===== config.mk =====
export PLATFORM = sky130hd
export DESIGN_NAME = print_uart_top
export DESIGN_NICKNAME = d
export VERILOG_FILES = /design/src/print_pkg.sv /design/src/char_fifo.sv /design/src/print_front.sv /design/src/print_uart_top.sv /design/src/str_iter.sv /design/src/uart_tx.sv
export VERILOG_INCLUDE_DIRS = /design/src
export SDC_FILE = /design/constraint.sdc
export NUM_CORES = 1
export LEC_CHECK = 0
export ABC_CLOCK_PERIOD_IN_PS = 5600
export BUFFER_PORTS_ARGS = -buffer_cell sky130_fd_sc_hd__buf_4
export CELL_PAD_IN_SITES_DETAIL_PLACEMENT = 0
export CELL_PAD_IN_SITES_GLOBAL_PLACEMENT = 1
export CORE_MARGIN = 1.5
export CORE_UTILIZATION = 45
export DETAILED_ROUTE_END_ITERATION = 16
export GPL_TIMING_DRIVEN = 0
export MAX_ROUTING_LAYER = met4
export PLACE_DENSITY = 0.86
export RECOVER_POWER = 100
export SYNTH_ARGS = -nofsm -noshare
export SYNTH_HDL_FRONTEND = slang
export SYNTH_SLANG_ARGS = --single-unit
export TNS_END_PERCENT = 1

===== constraint.sdc =====
create_clock -name clk -period 5.6 [get_ports clk]
set_input_delay 0.28 -clock clk [delete_from_list [all_inputs] [get_ports clk]]
set_output_delay 0.28 -clock clk [all_outputs]
set_load 0.05 [all_outputs]

===== src/print_macros.svh =====
`ifndef PRINT_MACROS_SVH
`define PRINT_MACROS_SVH

// longest message in bytes
`define PRINT_STR_MAX_LEN 16

// message width in bits
`define PRINT_STR_WIDTH (8 * `PRINT_STR_MAX_LEN)

// character buffer entries, power of two
`define PRINT_FIFO_DEPTH 8

// clock cycles per serial bit
`define PRINT_CLKS_PER_BIT 4

`endif


===== src/print_pkg.sv =====
package print_pkg;

  // message kind carried with each print request
  typedef enum logic {
    MSG_STR = 1'b0,
    MSG_BIN = 1'b1
  } msg_kind_e;

  // string iterator states
  typedef enum logic [1:0] {
    ITER_IDLE = 2'd0,
    ITER_SKIP = 2'd1,
    ITER_EMIT = 2'd2
  } iter_state_e;

  // serial transmitter states
  typedef enum logic [1:0] {
    TX_IDLE  = 2'd0,
    TX_START = 2'd1,
    TX_DATA  = 2'd2,
    TX_STOP  = 2'd3
  } tx_state_e;

endpackage


===== src/char_fifo.sv =====
`timescale 1ns/1ps

module char_fifo #(
  parameter int DEPTH = 8
) (
  input  logic       clk,
  input  logic       rst_n,

  input  logic       in_valid,
  input  logic [7:0] in_data,
  output logic       in_ready,

  output logic       out_valid,
  output logic [7:0] out_data,
  input  logic       out_ready
);

  localparam int AW = (DEPTH > 1) ? $clog2(DEPTH) : 1;
  localparam logic [AW:0] FULL_CNT = (AW + 1)'(DEPTH);

  logic [7:0]    mem [DEPTH];
  logic [AW-1:0] wr_ptr;
  logic [AW-1:0] rd_ptr;
  logic [AW:0]   count;
  logic          full;
  logic          push;
  logic          pop;

  assign full = (count == FULL_CNT);

  // when full a byte may still enter on the cycle one leaves
  assign in_ready  = !full || out_ready;
  assign out_valid = (count != '0);
  assign out_data  = mem[rd_ptr];

  assign push = in_valid && in_ready;
  assign pop  = out_valid && out_ready;

  always_ff @(posedge clk) begin
    if (!rst_n) begin
      wr_ptr <= '0;
      rd_ptr <= '0;
      count  <= '0;
    end else begin
      // pointers wrap naturally for a power of two depth
      if (push) begin
        wr_ptr <= wr_ptr + 1'b1;
      end
      if (pop) begin
        rd_ptr <= rd_ptr + 1'b1;
      end
      case ({push, pop})
        2'b10:   count <= count + 1'b1;
        2'b01:   count <= count - 1'b1;
        default: count <= count;
      endcase
    end
  end

  always_ff @(posedge clk) begin
    if (push) begin
      mem[wr_ptr] <= in_data;
    end
  end

  a_no_overflow : assert property (
    @(posedge clk) disable iff (!rst_n)
    count <= FULL_CNT
  ) else $error("char fifo count above depth");

endmodule


===== src/print_front.sv =====
`timescale 1ns/1ps

`include "print_macros.svh"

module print_front (
  input  logic                        clk,
  input  logic                        rst_n,

  input  logic                        prn_en,
  input  logic [`PRINT_STR_WIDTH-1:0] prn_msg,
  input  print_pkg::msg_kind_e        prn_kind,
  input  logic [3:0]                  prn_bin_len,
  output logic                        prn_busy,

  output logic                        m_valid,
  output logic [`PRINT_STR_WIDTH-1:0] m_msg,
  output print_pkg::msg_kind_e        m_kind,
  output logic [3:0]                  m_bin_len,
  input  logic                        m_ready
);

  // a pending request or one arriving this cycle keeps the client off
  assign prn_busy = m_valid || prn_en;

  always_ff @(posedge clk) begin
    if (!rst_n) begin
      m_valid <= 1'b0;
    end else begin
      m_valid <= m_valid && !m_ready;
      // new request is latched without looking at valid so the path stays short
      if (prn_en) begin
        m_valid <= 1'b1;
      end
    end
  end

  always_ff @(posedge clk) begin
    if (prn_en) begin
      m_msg     <= prn_msg;
      m_kind    <= prn_kind;
      m_bin_len <= prn_bin_len;
    end
  end

  // client must wait for busy to drop before the next request
  a_no_overrun : assert property (
    @(posedge clk) disable iff (!rst_n)
    prn_en |-> !m_valid
  ) else $error("print request arrived while one is pending");

endmodule


===== src/print_uart_top.sv =====
`timescale 1ns/1ps

`include "print_macros.svh"

module print_uart_top (
  input  logic                        clk,
  input  logic                        rst_n,

  input  logic                        prn_en,
  input  logic [`PRINT_STR_WIDTH-1:0] prn_msg,
  input  print_pkg::msg_kind_e        prn_kind,
  input  logic [3:0]                  prn_bin_len,
  output logic                        prn_busy,

  output logic                        txd
);

  logic                        m_valid;
  logic [`PRINT_STR_WIDTH-1:0] m_msg;
  print_pkg::msg_kind_e        m_kind;
  logic [3:0]                  m_bin_len;
  logic                        m_ready;

  logic                        ch_valid;
  logic [7:0]                  ch_data;
  logic                        ch_ready;

  logic                        tx_valid;
  logic [7:0]                  tx_data;
  logic                        tx_ready;

  print_front i_front (
    .clk         (clk),
    .rst_n       (rst_n),
    .prn_en      (prn_en),
    .prn_msg     (prn_msg),
    .prn_kind    (prn_kind),
    .prn_bin_len (prn_bin_len),
    .prn_busy    (prn_busy),
    .m_valid     (m_valid),
    .m_msg       (m_msg),
    .m_kind      (m_kind),
    .m_bin_len   (m_bin_len),
    .m_ready     (m_ready)
  );

  str_iter i_iter (
    .clk       (clk),
    .rst_n     (rst_n),
    .s_valid   (m_valid),
    .s_msg     (m_msg),
    .s_kind    (m_kind),
    .s_bin_len (m_bin_len),
    .s_ready   (m_ready),
    .m_valid   (ch_valid),
    .m_char    (ch_data),
    .m_ready   (ch_ready)
  );

  // absorbs bursts from the iterator while the serial line drains
  char_fifo #(
    .DEPTH (`PRINT_FIFO_DEPTH)
  ) i_fifo (
    .clk       (clk),
    .rst_n     (rst_n),
    .in_valid  (ch_valid),
    .in_data   (ch_data),
    .in_ready  (ch_ready),
    .out_valid (tx_valid),
    .out_data  (tx_data),
    .out_ready (tx_ready)
  );

  uart_tx i_tx (
    .clk     (clk),
    .rst_n   (rst_n),
    .s_valid (tx_valid),
    .s_data  (tx_data),
    .s_ready (tx_ready),
    .txd     (txd)
  );

endmodule


===== src/str_iter.sv =====
`timescale 1ns/1ps

`include "print_macros.svh"

module str_iter (
  input  logic                        clk,
  input  logic                        rst_n,

  input  logic                        s_valid,
  input  logic [`PRINT_STR_WIDTH-1:0] s_msg,
  input  print_pkg::msg_kind_e        s_kind,
  input  logic [3:0]                  s_bin_len,
  output logic                        s_ready,

  output logic                        m_valid,
  output logic [7:0]                  m_char,
  input  logic                        m_ready
);

  localparam int CNT_W = $clog2(`PRINT_STR_MAX_LEN + 1);
  localparam int SH_W  = $clog2(`PRINT_STR_WIDTH) + 1;

  print_pkg::iter_state_e      state;
  logic [`PRINT_STR_WIDTH-1:0] shreg;
  logic [CNT_W-1:0]            remain;
  logic [CNT_W-1:0]            len_clip;
  logic [SH_W-1:0]             bin_shift;
  logic [7:0]                  top_byte;
  logic                        accept;
  logic                        skip_zero;
  logic                        emit;

  assign top_byte = shreg[`PRINT_STR_WIDTH-1 -: 8];

  assign s_ready = (state == print_pkg::ITER_IDLE);
  assign accept  = s_valid && s_ready;
  assign m_valid = (state == print_pkg::ITER_EMIT);
  assign m_char  = top_byte;
  assign emit    = m_valid && m_ready;

  // drop one leading zero byte per cycle while bytes remain
  assign skip_zero = (state == print_pkg::ITER_SKIP) && (remain != '0) && (top_byte == 8'h00);

  always_comb begin
    if (s_bin_len > `PRINT_STR_MAX_LEN) begin
      len_clip = CNT_W'(`PRINT_STR_MAX_LEN);
    end else begin
      len_clip = CNT_W'(s_bin_len);
    end
  end

  // binary bytes get moved up to the msb end of the shift register
  assign bin_shift = SH_W'(8 * (`PRINT_STR_MAX_LEN - int'(len_clip)));

  always_ff @(posedge clk) begin
    if (!rst_n) begin
      state  <= print_pkg::ITER_IDLE;
      remain <= '0;
    end else begin
      case (state)
        print_pkg::ITER_IDLE: begin
          if (accept) begin
            if (s_kind == print_pkg::MSG_STR) begin
              remain <= CNT_W'(`PRINT_STR_MAX_LEN);
              state  <= print_pkg::ITER_SKIP;
            end else begin
              remain <= len_clip;
              state  <= (len_clip == '0) ? print_pkg::ITER_IDLE : print_pkg::ITER_EMIT;
            end
          end
        end
        print_pkg::ITER_SKIP: begin
          if (remain == '0) begin
            // all zero string has nothing to send
            state <= print_pkg::ITER_IDLE;
          end else if (top_byte != 8'h00) begin
            state <= print_pkg::ITER_EMIT;
          end else begin
            remain <= remain - 1'b1;
          end
        end
        print_pkg::ITER_EMIT: begin
          if (emit) begin
            remain <= remain - 1'b1;
            if (remain == CNT_W'(1)) begin
              state <= print_pkg::ITER_IDLE;
            end
          end
        end
        default: begin
          state <= print_pkg::ITER_IDLE;
        end
      endcase
    end
  end

  always_ff @(posedge clk) begin
    if (accept) begin
      if (s_kind == print_pkg::MSG_STR) begin
        shreg <= s_msg;
      end else begin
        shreg <= s_msg << bin_shift;
      end
    end else if (skip_zero || emit) begin
      shreg <= shreg << 8;
    end
  end

  a_char_hold : assert property (
    @(posedge clk) disable iff (!rst_n)
    (m_valid && !m_ready) |=> (m_valid && $stable(m_char))
  ) else $error("iterator changed its byte while stalled");

  // a new message is only taken once every byte of the last one is gone
  a_ready_idle : assert property (
    @(posedge clk) disable iff (!rst_n)
    s_ready |-> (remain == '0)
  ) else $error("iterator ready with bytes still to send");

endmodule


===== src/uart_tx.sv =====
`timescale 1ns/1ps

`include "print_macros.svh"

module uart_tx (
  input  logic       clk,
  input  logic       rst_n,

  input  logic       s_valid,
  input  logic [7:0] s_data,
  output logic       s_ready,

  output logic       txd
);

  localparam int CPB = `PRINT_CLKS_PER_BIT;
  localparam int CW  = (CPB > 1) ? $clog2(CPB) : 1;
  localparam logic [CW-1:0] LAST_CLK = CW'(CPB - 1);

  print_pkg::tx_state_e state;
  logic [CW-1:0]        clk_cnt;
  logic [2:0]           bit_idx;
  logic [7:0]           data_q;
  logic                 bit_done;

  assign s_ready  = (state == print_pkg::TX_IDLE);
  assign bit_done = (clk_cnt == LAST_CLK);

  always_ff @(posedge clk) begin
    if (!rst_n) begin
      state   <= print_pkg::TX_IDLE;
      clk_cnt <= '0;
      bit_idx <= '0;
      txd     <= 1'b1;
    end else begin
      clk_cnt <= bit_done ? '0 : clk_cnt + 1'b1;
      case (state)
        print_pkg::TX_IDLE: begin
          clk_cnt <= '0;
          if (s_valid) begin
            // start bit goes out on this edge
            txd   <= 1'b0;
            state <= print_pkg::TX_START;
          end
        end
        print_pkg::TX_START: begin
          if (bit_done) begin
            txd     <= data_q[0];
            bit_idx <= '0;
            state   <= print_pkg::TX_DATA;
          end
        end
        print_pkg::TX_DATA: begin
          if (bit_done) begin
            if (bit_idx == 3'd7) begin
              txd   <= 1'b1;
              state <= print_pkg::TX_STOP;
            end else begin
              // lsb first
              txd     <= data_q[bit_idx + 3'd1];
              bit_idx <= bit_idx + 3'd1;
            end
          end
        end
        print_pkg::TX_STOP: begin
          if (bit_done) begin
            state <= print_pkg::TX_IDLE;
          end
        end
        default: begin
          txd   <= 1'b1;
          state <= print_pkg::TX_IDLE;
        end
      endcase
    end
  end

  always_ff @(posedge clk) begin
    if (s_valid && s_ready) begin
      data_q <= s_data;
    end
  end

  a_idle_high : assert property (
    @(posedge clk) disable iff (!rst_n)
    (state == print_pkg::TX_IDLE) |-> txd
  ) else $error("txd low while transmitter idle");

endmodule

# Yosys cells after proc, flatten, opt, wreduce, memory -nomap -nowiden
# Memory sizes are Yosys's and may differ from the RTL's. A register that Yosys moved wholly into a read port is not among the register bits.
# Index checks and enable logic that the tools add are counted.
# totals
ramBits	64
in_bits	136
memories	1
ff_bits	287
# memory_table
name	words	width	rd	rd_clocked_by_memory_dff	wr	line	rtl
i_fifo.mem	8	8	1	1	1	char_fifo.sv:21	logic [7:0] mem [DEPTH];
# classes
reduce_logical	30
n_bitwise	1
muxes	38
n_eq_ne	23
n_shift	1
n_lt_le_gt_ge	1
add_sub_neg	8
# ops
cell	count
2-to-1 mux 128 bit	3
<< shifter 128 x 8 -> 128 bit	1
2-to-1 mux 5 bit	5
2-to-1 mux 2 bit	12
case mux 5 bit (3 select lines)	1
!= test 2 x 1 -> 1 bit, second input constant	6
AND reduction 4 bit	3
equality test 2 bit, second input constant	5
zero test 5 bit	2
!= test 2 bit, second input constant	5
AND reduction 5 bit	2
adder 3 x 1 -> 3 bit, second input constant	3
2-to-1 mux 3 bit	3
zero test 8 bit	1
2-to-1 mux 1 bit	8
case mux 2 bit (4 select lines)	1
case mux 4 bit (2 select lines)	1
nonzero test 8 bit	1
equality test 2 x 1 -> 1 bit, second input constant	3
logical AND 1 bit	6
case mux 2 bit (3 select lines)	1
case mux 3 bit (2 select lines)	1
nonzero test 2 bit	3
nonzero test 3 bit	2
other kinds (19)	23

# Logic depth before layout (Yosys ltp)
# depth
word_depth	7
mapped_depth	14
depth_no_buf	11

# Cells and area by module
# A second synthesis with hierarchy kept.
# unflattened
hier_cells	1550
area_unflattened_um2	19970.4
# modules_own_cells
mod	instances	cells_each	area_per_inst_um2
str_iter	1	1181	11949.0
print_front	1	137	4041.4
char_fifo	1	167	3151.8
uart_tx	1	65	828.3

# Worst setup path before layout
# OpenSTA, ideal clock, no wires.
# synth_timing
path_kind	register to register
startpoint	register i_tx.state[0]
endpoint	register i_iter.shreg[0] (enable)
path_buffers	0
t_arrival_ns	4.337
path_slack_ns	-0.165
synth_period_minus_slack_ns	5.765
required_time_ns	4.172
path_stages_with_launch	6
cell_sequence	dfxtp_1 inv_1 ha_1 nand2b_1 o21ai_1 nand3_1
# synth_between
elab_chain_len	5
# synth_lines
element	line	rtl
from (decl)	uart_tx.sv:20	print_pkg::tx_state_e state;
from (signal assigned)	uart_tx.sv:31	state <= print_pkg::TX_IDLE;
from (signal assigned)	uart_tx.sv:43	state <= print_pkg::TX_START;
from (signal assigned)	uart_tx.sv:50	state <= print_pkg::TX_DATA;
zero test 2 bit	uart_tx.sv:26	assign s_ready = (state == print_pkg::TX_IDLE);
logical OR 1 bit	char_fifo.sv:32	assign in_ready = !full || out_ready;
logical AND 1 bit	str_iter.sv:39	assign emit = m_valid && m_ready;
logical OR 1 bit	str_iter.sv:104	end else if (skip_zero || emit) begin
nonzero test 2 bit (no line)	-	
to (signal assigned)	str_iter.sv:100	shreg <= s_msg;
to (signal assigned)	str_iter.sv:102	shreg <= s_msg << bin_shift;
to (signal assigned)	str_iter.sv:105	shreg <= shreg << 8;
to (decl)	str_iter.sv:24	logic [`PRINT_STR_WIDTH-1:0] shreg;
# No other way between the ends.
# A chain may end at the register's enable or synchronous reset.

# Worst setup path in the final report
# layout_timing
startpoint	register i_front.m_bin_len[0]
endpoint	register i_iter.shreg[120], data pin
# layout_between
elab_chain_len	4
# layout_lines
element	line	rtl
from (decl)	print_front.sv:18	output logic [3:0] m_bin_len,
from (signal assigned)	print_front.sv:41	m_bin_len <= prn_bin_len;
subtractor 5 x 4 -> 5 bit (no line)	-	
<< shifter 128 x 8 -> 128 bit	str_iter.sv:102	
2-to-1 mux 128 bit	str_iter.sv:99	if (s_kind == print_pkg::MSG_STR) begin
2-to-1 mux 128 bit	str_iter.sv:98	if (accept) begin
# No other way between the ends.

==> summary.txt <==
CLOCK TREE
----------------------------------------------------------------------------------------
Max H-tree Level                                                                       2
Clock Pin Slew Worst Setup and Hold Paths                                        0.06 ns
Postcts setup bufs                                                                     0
Total clock buffers created by CTS                                                    40
Sinks on the clock net                                                               359
Clk Tree Root Cell                                                          sky130_fd_sc_hd__clkbuf_16
Worst skew pair latency                                                          0.59 ns
CTS tree                                                                             yes
Maximum buffer depth of the clock tree                                                 3

PWR
----------------------------------------------------------------------------------------
Max rail drop VDD                                                             0.000245 V
Sequential Power Share                                                             0.421
Part of the total power dissipated in the clock network                            0.268
Cell internal power dissipation                                                  6450 µW
Overall Power                                                                    9880 µW
Net switching power of the design                                                3430 µW
Proportion of total power due to net switching                                     0.347
Proportion of power drawn by combinational gates                                   0.311
Pwr per Cell Area                                                             422 nW/µm²
Leakage power                                                                 0.00862 µW

GRT
----------------------------------------------------------------------------------------
Number of antenna violations at the first check in global routing                      1
Total global routing overflow                                                          0
Number of global-route vias before repair                                          15.4k
Total global-route track usage                                                     0.356
Pin count of the biggest net entering global routing                                  85
Global-route wire length before repair                                         107000 µm

SETUP PATH
----------------------------------------------------------------------------------------
Maximum net fanout on the critical path                                               10
Critical Path Sink Type                                                        flip-flop
Reg-to-reg startpoint                                                       i_front.m_bin_len[0]
Worst reg-to-reg path cell count                                                      12
Crit Path Class                                                             flip-flop to flip-flop
Reg2reg setup slack                                                              0.04 ns
End of the worst register-to-register path                                  i_iter.shreg[120]
Data arrival time of the critical path                                           5.88 ns
Kind of start point of the critical path                                       flip-flop
Worst endpoint required time                                                     5.92 ns

OUTCOME
----------------------------------------------------------------------------------------
Violations in the final reports                                             max-capacitance violations, max-slew violations
Status                                                                      finished, violations left

CELLS AND AREA
----------------------------------------------------------------------------------------
Design area                                                                    23400 µm²
Area growth, synth to finish                                                       22.7%
Fin nets                                                                            2013
Number of inserted diodes                                                              0
Share of post-route cells with drive strength above 1                              0.179

TIMING
----------------------------------------------------------------------------------------
Relative slew slack                                                               -0.909
Max-slew violation count                                                             150
Final worst path period need                                                     5.56 ns
Final setup margin                                                             0.0425 ns
Number of hold violations in the final report                                          0
Final setup violating endpoints                                                        0
Least-Margin Pin Slew                                                            2.86 ns
Fin Clk Skew                                                                   0.0210 ns
Achievable frequency                                                           0.180 GHz
Fraction of the cycle the final worst path needs                                   0.992
Setup repair after global routing missed its margin                                false

FLOORPLANNING
----------------------------------------------------------------------------------------
Placeable core region                                                          41900 µm²
Y dimension of the die                                                            209 µm
Number of primary I/O pins                                                           138
Core Rows                                                                             75
Area enclosed by the die boundary                                              43600 µm²
Starting Density                                                                   0.456
Die Span X                                                                        209 µm

HOLD PATH
----------------------------------------------------------------------------------------
Worst hold stages                                                                      1
Classification of the worst-slack hold path                                 flip-flop to flip-flop
Hold worst-path end                                                         i_tx.clk_cnt[0]
Launch instance of the worst min-delay path                                 i_tx.clk_cnt[0]

ROUTING
----------------------------------------------------------------------------------------
Starting DRC count in detailed routing                                              2400
Remaining number of nets flagged by the antenna check after routing                    0
Via count                                                                          15.6k
Wire length after detailed routing                                              75400 µm
Number of search-and-repair iterations in the first detailed-routing pass              6
Routed wire per std cell                                                         31.1 µm
Via density per instance                                                            6.42
Residual DRC                                                                           0

YOSYS
----------------------------------------------------------------------------------------
Post-synth top area share                                                          0.524
Cells after Synth                                                                   1539
Fraction of registers with async set/reset                                             0
Post-synthesis area per instance                                                12.4 µm²
Yosys top cell by area                                                      sky130_fd_sc_hd__edfxtp_1
Primary flip-flop cell chosen by synthesis mapping                          sky130_fd_sc_hd__edfxtp_1
Yosys Warn Count                                                                       0
Count of unique library cells instantiated by Yosys                                   65
Cell types with the largest area share after synthesis                      sky130_fd_sc_hd__edfxtp_1, sky130_fd_sc_hd__mux2i_1, sky130_fd_sc_hd__mux4_2, sky130_fd_sc_hd__nor2_1, sky130_fd_sc_hd__dfxtp_1
Netlist area before placement                                                  19100 µm²
Number of flops mapped to enable cells by yosys                                      333
Sequential share of the synthesized area                                           0.551
Post-Syn Nets                                                                       1696
FF+latch count, synth                                                                359

PLACE
----------------------------------------------------------------------------------------
Post-detail-place hpwl                                                          54300 µm
Pre-CTS worst setup slack                                                      -0.419 ns
Cell Area, Placed                                                              20900 µm²
Final weighted congestion in routability-driven placement                           1.00
Total of buffers placed on input and output ports                                    137

FLOW RUN
----------------------------------------------------------------------------------------
Maximum Capacitance Violations                                                         5

-- cell type report --
type                            count  area (µm²)
Buffer                            122         554
Clock buffer                       47        1090
Clock inverter                     24         205
Fill cell                        3516       18400
Inverter                           24        90.1
Multi-Input combinational cell   1034        7930
Sequential cell                   359       10500
Tap cell                          539         674
Timing Repair Buffer              275        2350
-- cells in the final DEF (no fill, tap or decap), types with 21 or more instances in the layout --
cell                            count
sky130_fd_sc_hd__dfxtp_1           26
sky130_fd_sc_hd__clkbuf_1          84
sky130_fd_sc_hd__mux2_2            35
sky130_fd_sc_hd__clkbuf_16         43
sky130_fd_sc_hd__buf_2             25
sky130_fd_sc_hd__a221oi_1          47
sky130_fd_sc_hd__dlygate4sd3_1    134
sky130_fd_sc_hd__a31oi_1           23
sky130_fd_sc_hd__mux4_2            58
sky130_fd_sc_hd__edfxtp_1         333
sky130_fd_sc_hd__nor2_1           151
sky130_fd_sc_hd__o21ai_0           45
sky130_fd_sc_hd__clkbuf_4         127
sky130_fd_sc_hd__a21oi_1           95
sky130_fd_sc_hd__ha_1              21
sky130_fd_sc_hd__o221ai_1          24
sky130_fd_sc_hd__and3_1            21
sky130_fd_sc_hd__inv_1             23
sky130_fd_sc_hd__mux2i_1          139
sky130_fd_sc_hd__nand2_1          121
-- sequential cells by signal (all words and copies together) (netlist names), 3 cells and up --
register,flops
i_fifo.wr_ptr,3
i_fifo.rd_ptr,3
i_front.m_msg,128
i_tx.data_q,8
i_iter.remain,5
i_iter.shreg,128
i_front.m_bin_len,4
i_fifo.count,4
i_tx.bit_idx,3
i_fifo.mem,64
-- metrics by stage --
| stage | util | TNS, ns | cells | hold WS (ns) |
|---|---|---|---|---|
| 2_1_floorplan | - | 0 | 1539 | 0.379 |
| 3_3_place_gp | 0.497 | -168.98 | 2215 | 0.416 |
| 3_5_place_dp | 0.499 | -12.78 | 2219 | 0.426 |
| 4_1_cts | 0.562 | 0 | 2424 | 0.153 |
| 5_1_grt | 0.559 | 0 | 2424 | 0.427 |
| 6_report | 0.559 | 0 | 2424 | 0.433 |
-- worst max-delay path by stage --
stage | start | to | slack, ns | depth (start not counted)
detailed placement | i_front.m_bin_len[0] | i_iter.shreg[116] | -0.42 | 13
CTS | i_front.m_bin_len[0] | i_iter.shreg[11] | 0.03 | 13
finish | i_front.m_bin_len[0] | i_iter.shreg[120] | 0.04 | 12
global route | i_front.m_bin_len[0] | i_iter.shreg[120] | 0.07 | 12
floorplan | i_tx.state[0] | i_iter.shreg[0] | 1.46 | 5
global placement | i_iter.state[0] | i_iter.shreg[25] | -1.24 | 6
-- per-layer routing --
| metal | wire, µm | GRT usage |
|---|---|---|
| met5 | 0 | - |
| met2 | 35100 | 0.556 |
| met1 | 29200 | 0.454 |
| met3 | 7800 | 0.0780 |
| met4 | 3330 | 0.139 |
-- worst max-delay path, stage by stage, from the launching register on --
cell	delay, ns
sky130_fd_sc_hd__edfxtp_1	0.46
sky130_fd_sc_hd__clkbuf_4	0.32
sky130_fd_sc_hd__inv_2	0.32
sky130_fd_sc_hd__clkbuf_2	0.49
sky130_fd_sc_hd__clkbuf_2	0.41
sky130_fd_sc_hd__ha_1	0.29
sky130_fd_sc_hd__buf_2	0.39
sky130_fd_sc_hd__clkbuf_1	0.77
sky130_fd_sc_hd__mux2i_1	0.60
sky130_fd_sc_hd__mux2i_1	0.22
sky130_fd_sc_hd__mux2_1	0.46
sky130_fd_sc_hd__a221o_1	0.35
sky130_fd_sc_hd__o22a_1	0.18
-- cells in the mapped netlist, types with 18 or more instances --
cell type and n:
sky130_fd_sc_hd__a21oi_1 96, sky130_fd_sc_hd__a221oi_1 47, sky130_fd_sc_hd__a31oi_1 23, sky130_fd_sc_hd__and2_1 22, sky130_fd_sc_hd__and3_1 21, sky130_fd_sc_hd__buf_2 36, sky130_fd_sc_hd__clkbuf_1 65, sky130_fd_sc_hd__dfxtp_1 26
sky130_fd_sc_hd__edfxtp_1 333, sky130_fd_sc_hd__ha_1 21, sky130_fd_sc_hd__inv_1 23, sky130_fd_sc_hd__mux2_2 43, sky130_fd_sc_hd__mux2i_1 139, sky130_fd_sc_hd__mux4_2 58, sky130_fd_sc_hd__nand2_1 121, sky130_fd_sc_hd__nand2b_1 18
sky130_fd_sc_hd__nor2_1 151, sky130_fd_sc_hd__nor3_1 19, sky130_fd_sc_hd__o21a_1 19, sky130_fd_sc_hd__o21ai_0 44, sky130_fd_sc_hd__o221ai_1 24, sky130_fd_sc_hd__or3_1 19
-- power groups by stage --
stage	clock network, µW	logic (µW)	registers, µW
2_1_floorplan	0	1910	4090
3_3_place_gp	0	2860	4230
3_5_place_dp	0	2960	4190
4_1_cts	2680	3050	4140
5_1_grt	2770	3250	4210
6_report	2650	3070	4160
-- cell families (layout without fill, tap and decap cells) --
family	Yosys count	count (layout)	synth area share
buf+inv	146	492	0.0340
simple gates	413	413	0.0997
mux	242	242	0.170
compound gates	348	348	0.127
fa+ha+maj	21	21	0.0138
flops	359	359	0.551
xor+xnor	10	10	0.00498
-- repair_timing --
action,in CTS,in global routing
endpoints found under the hold margin,134,0
cloned,0,0
hold buffers,134,0
endpoints found under the setup margin,63,21
resized for setup,3,3
Note: power is estimated with default switching activity, not from simulation.
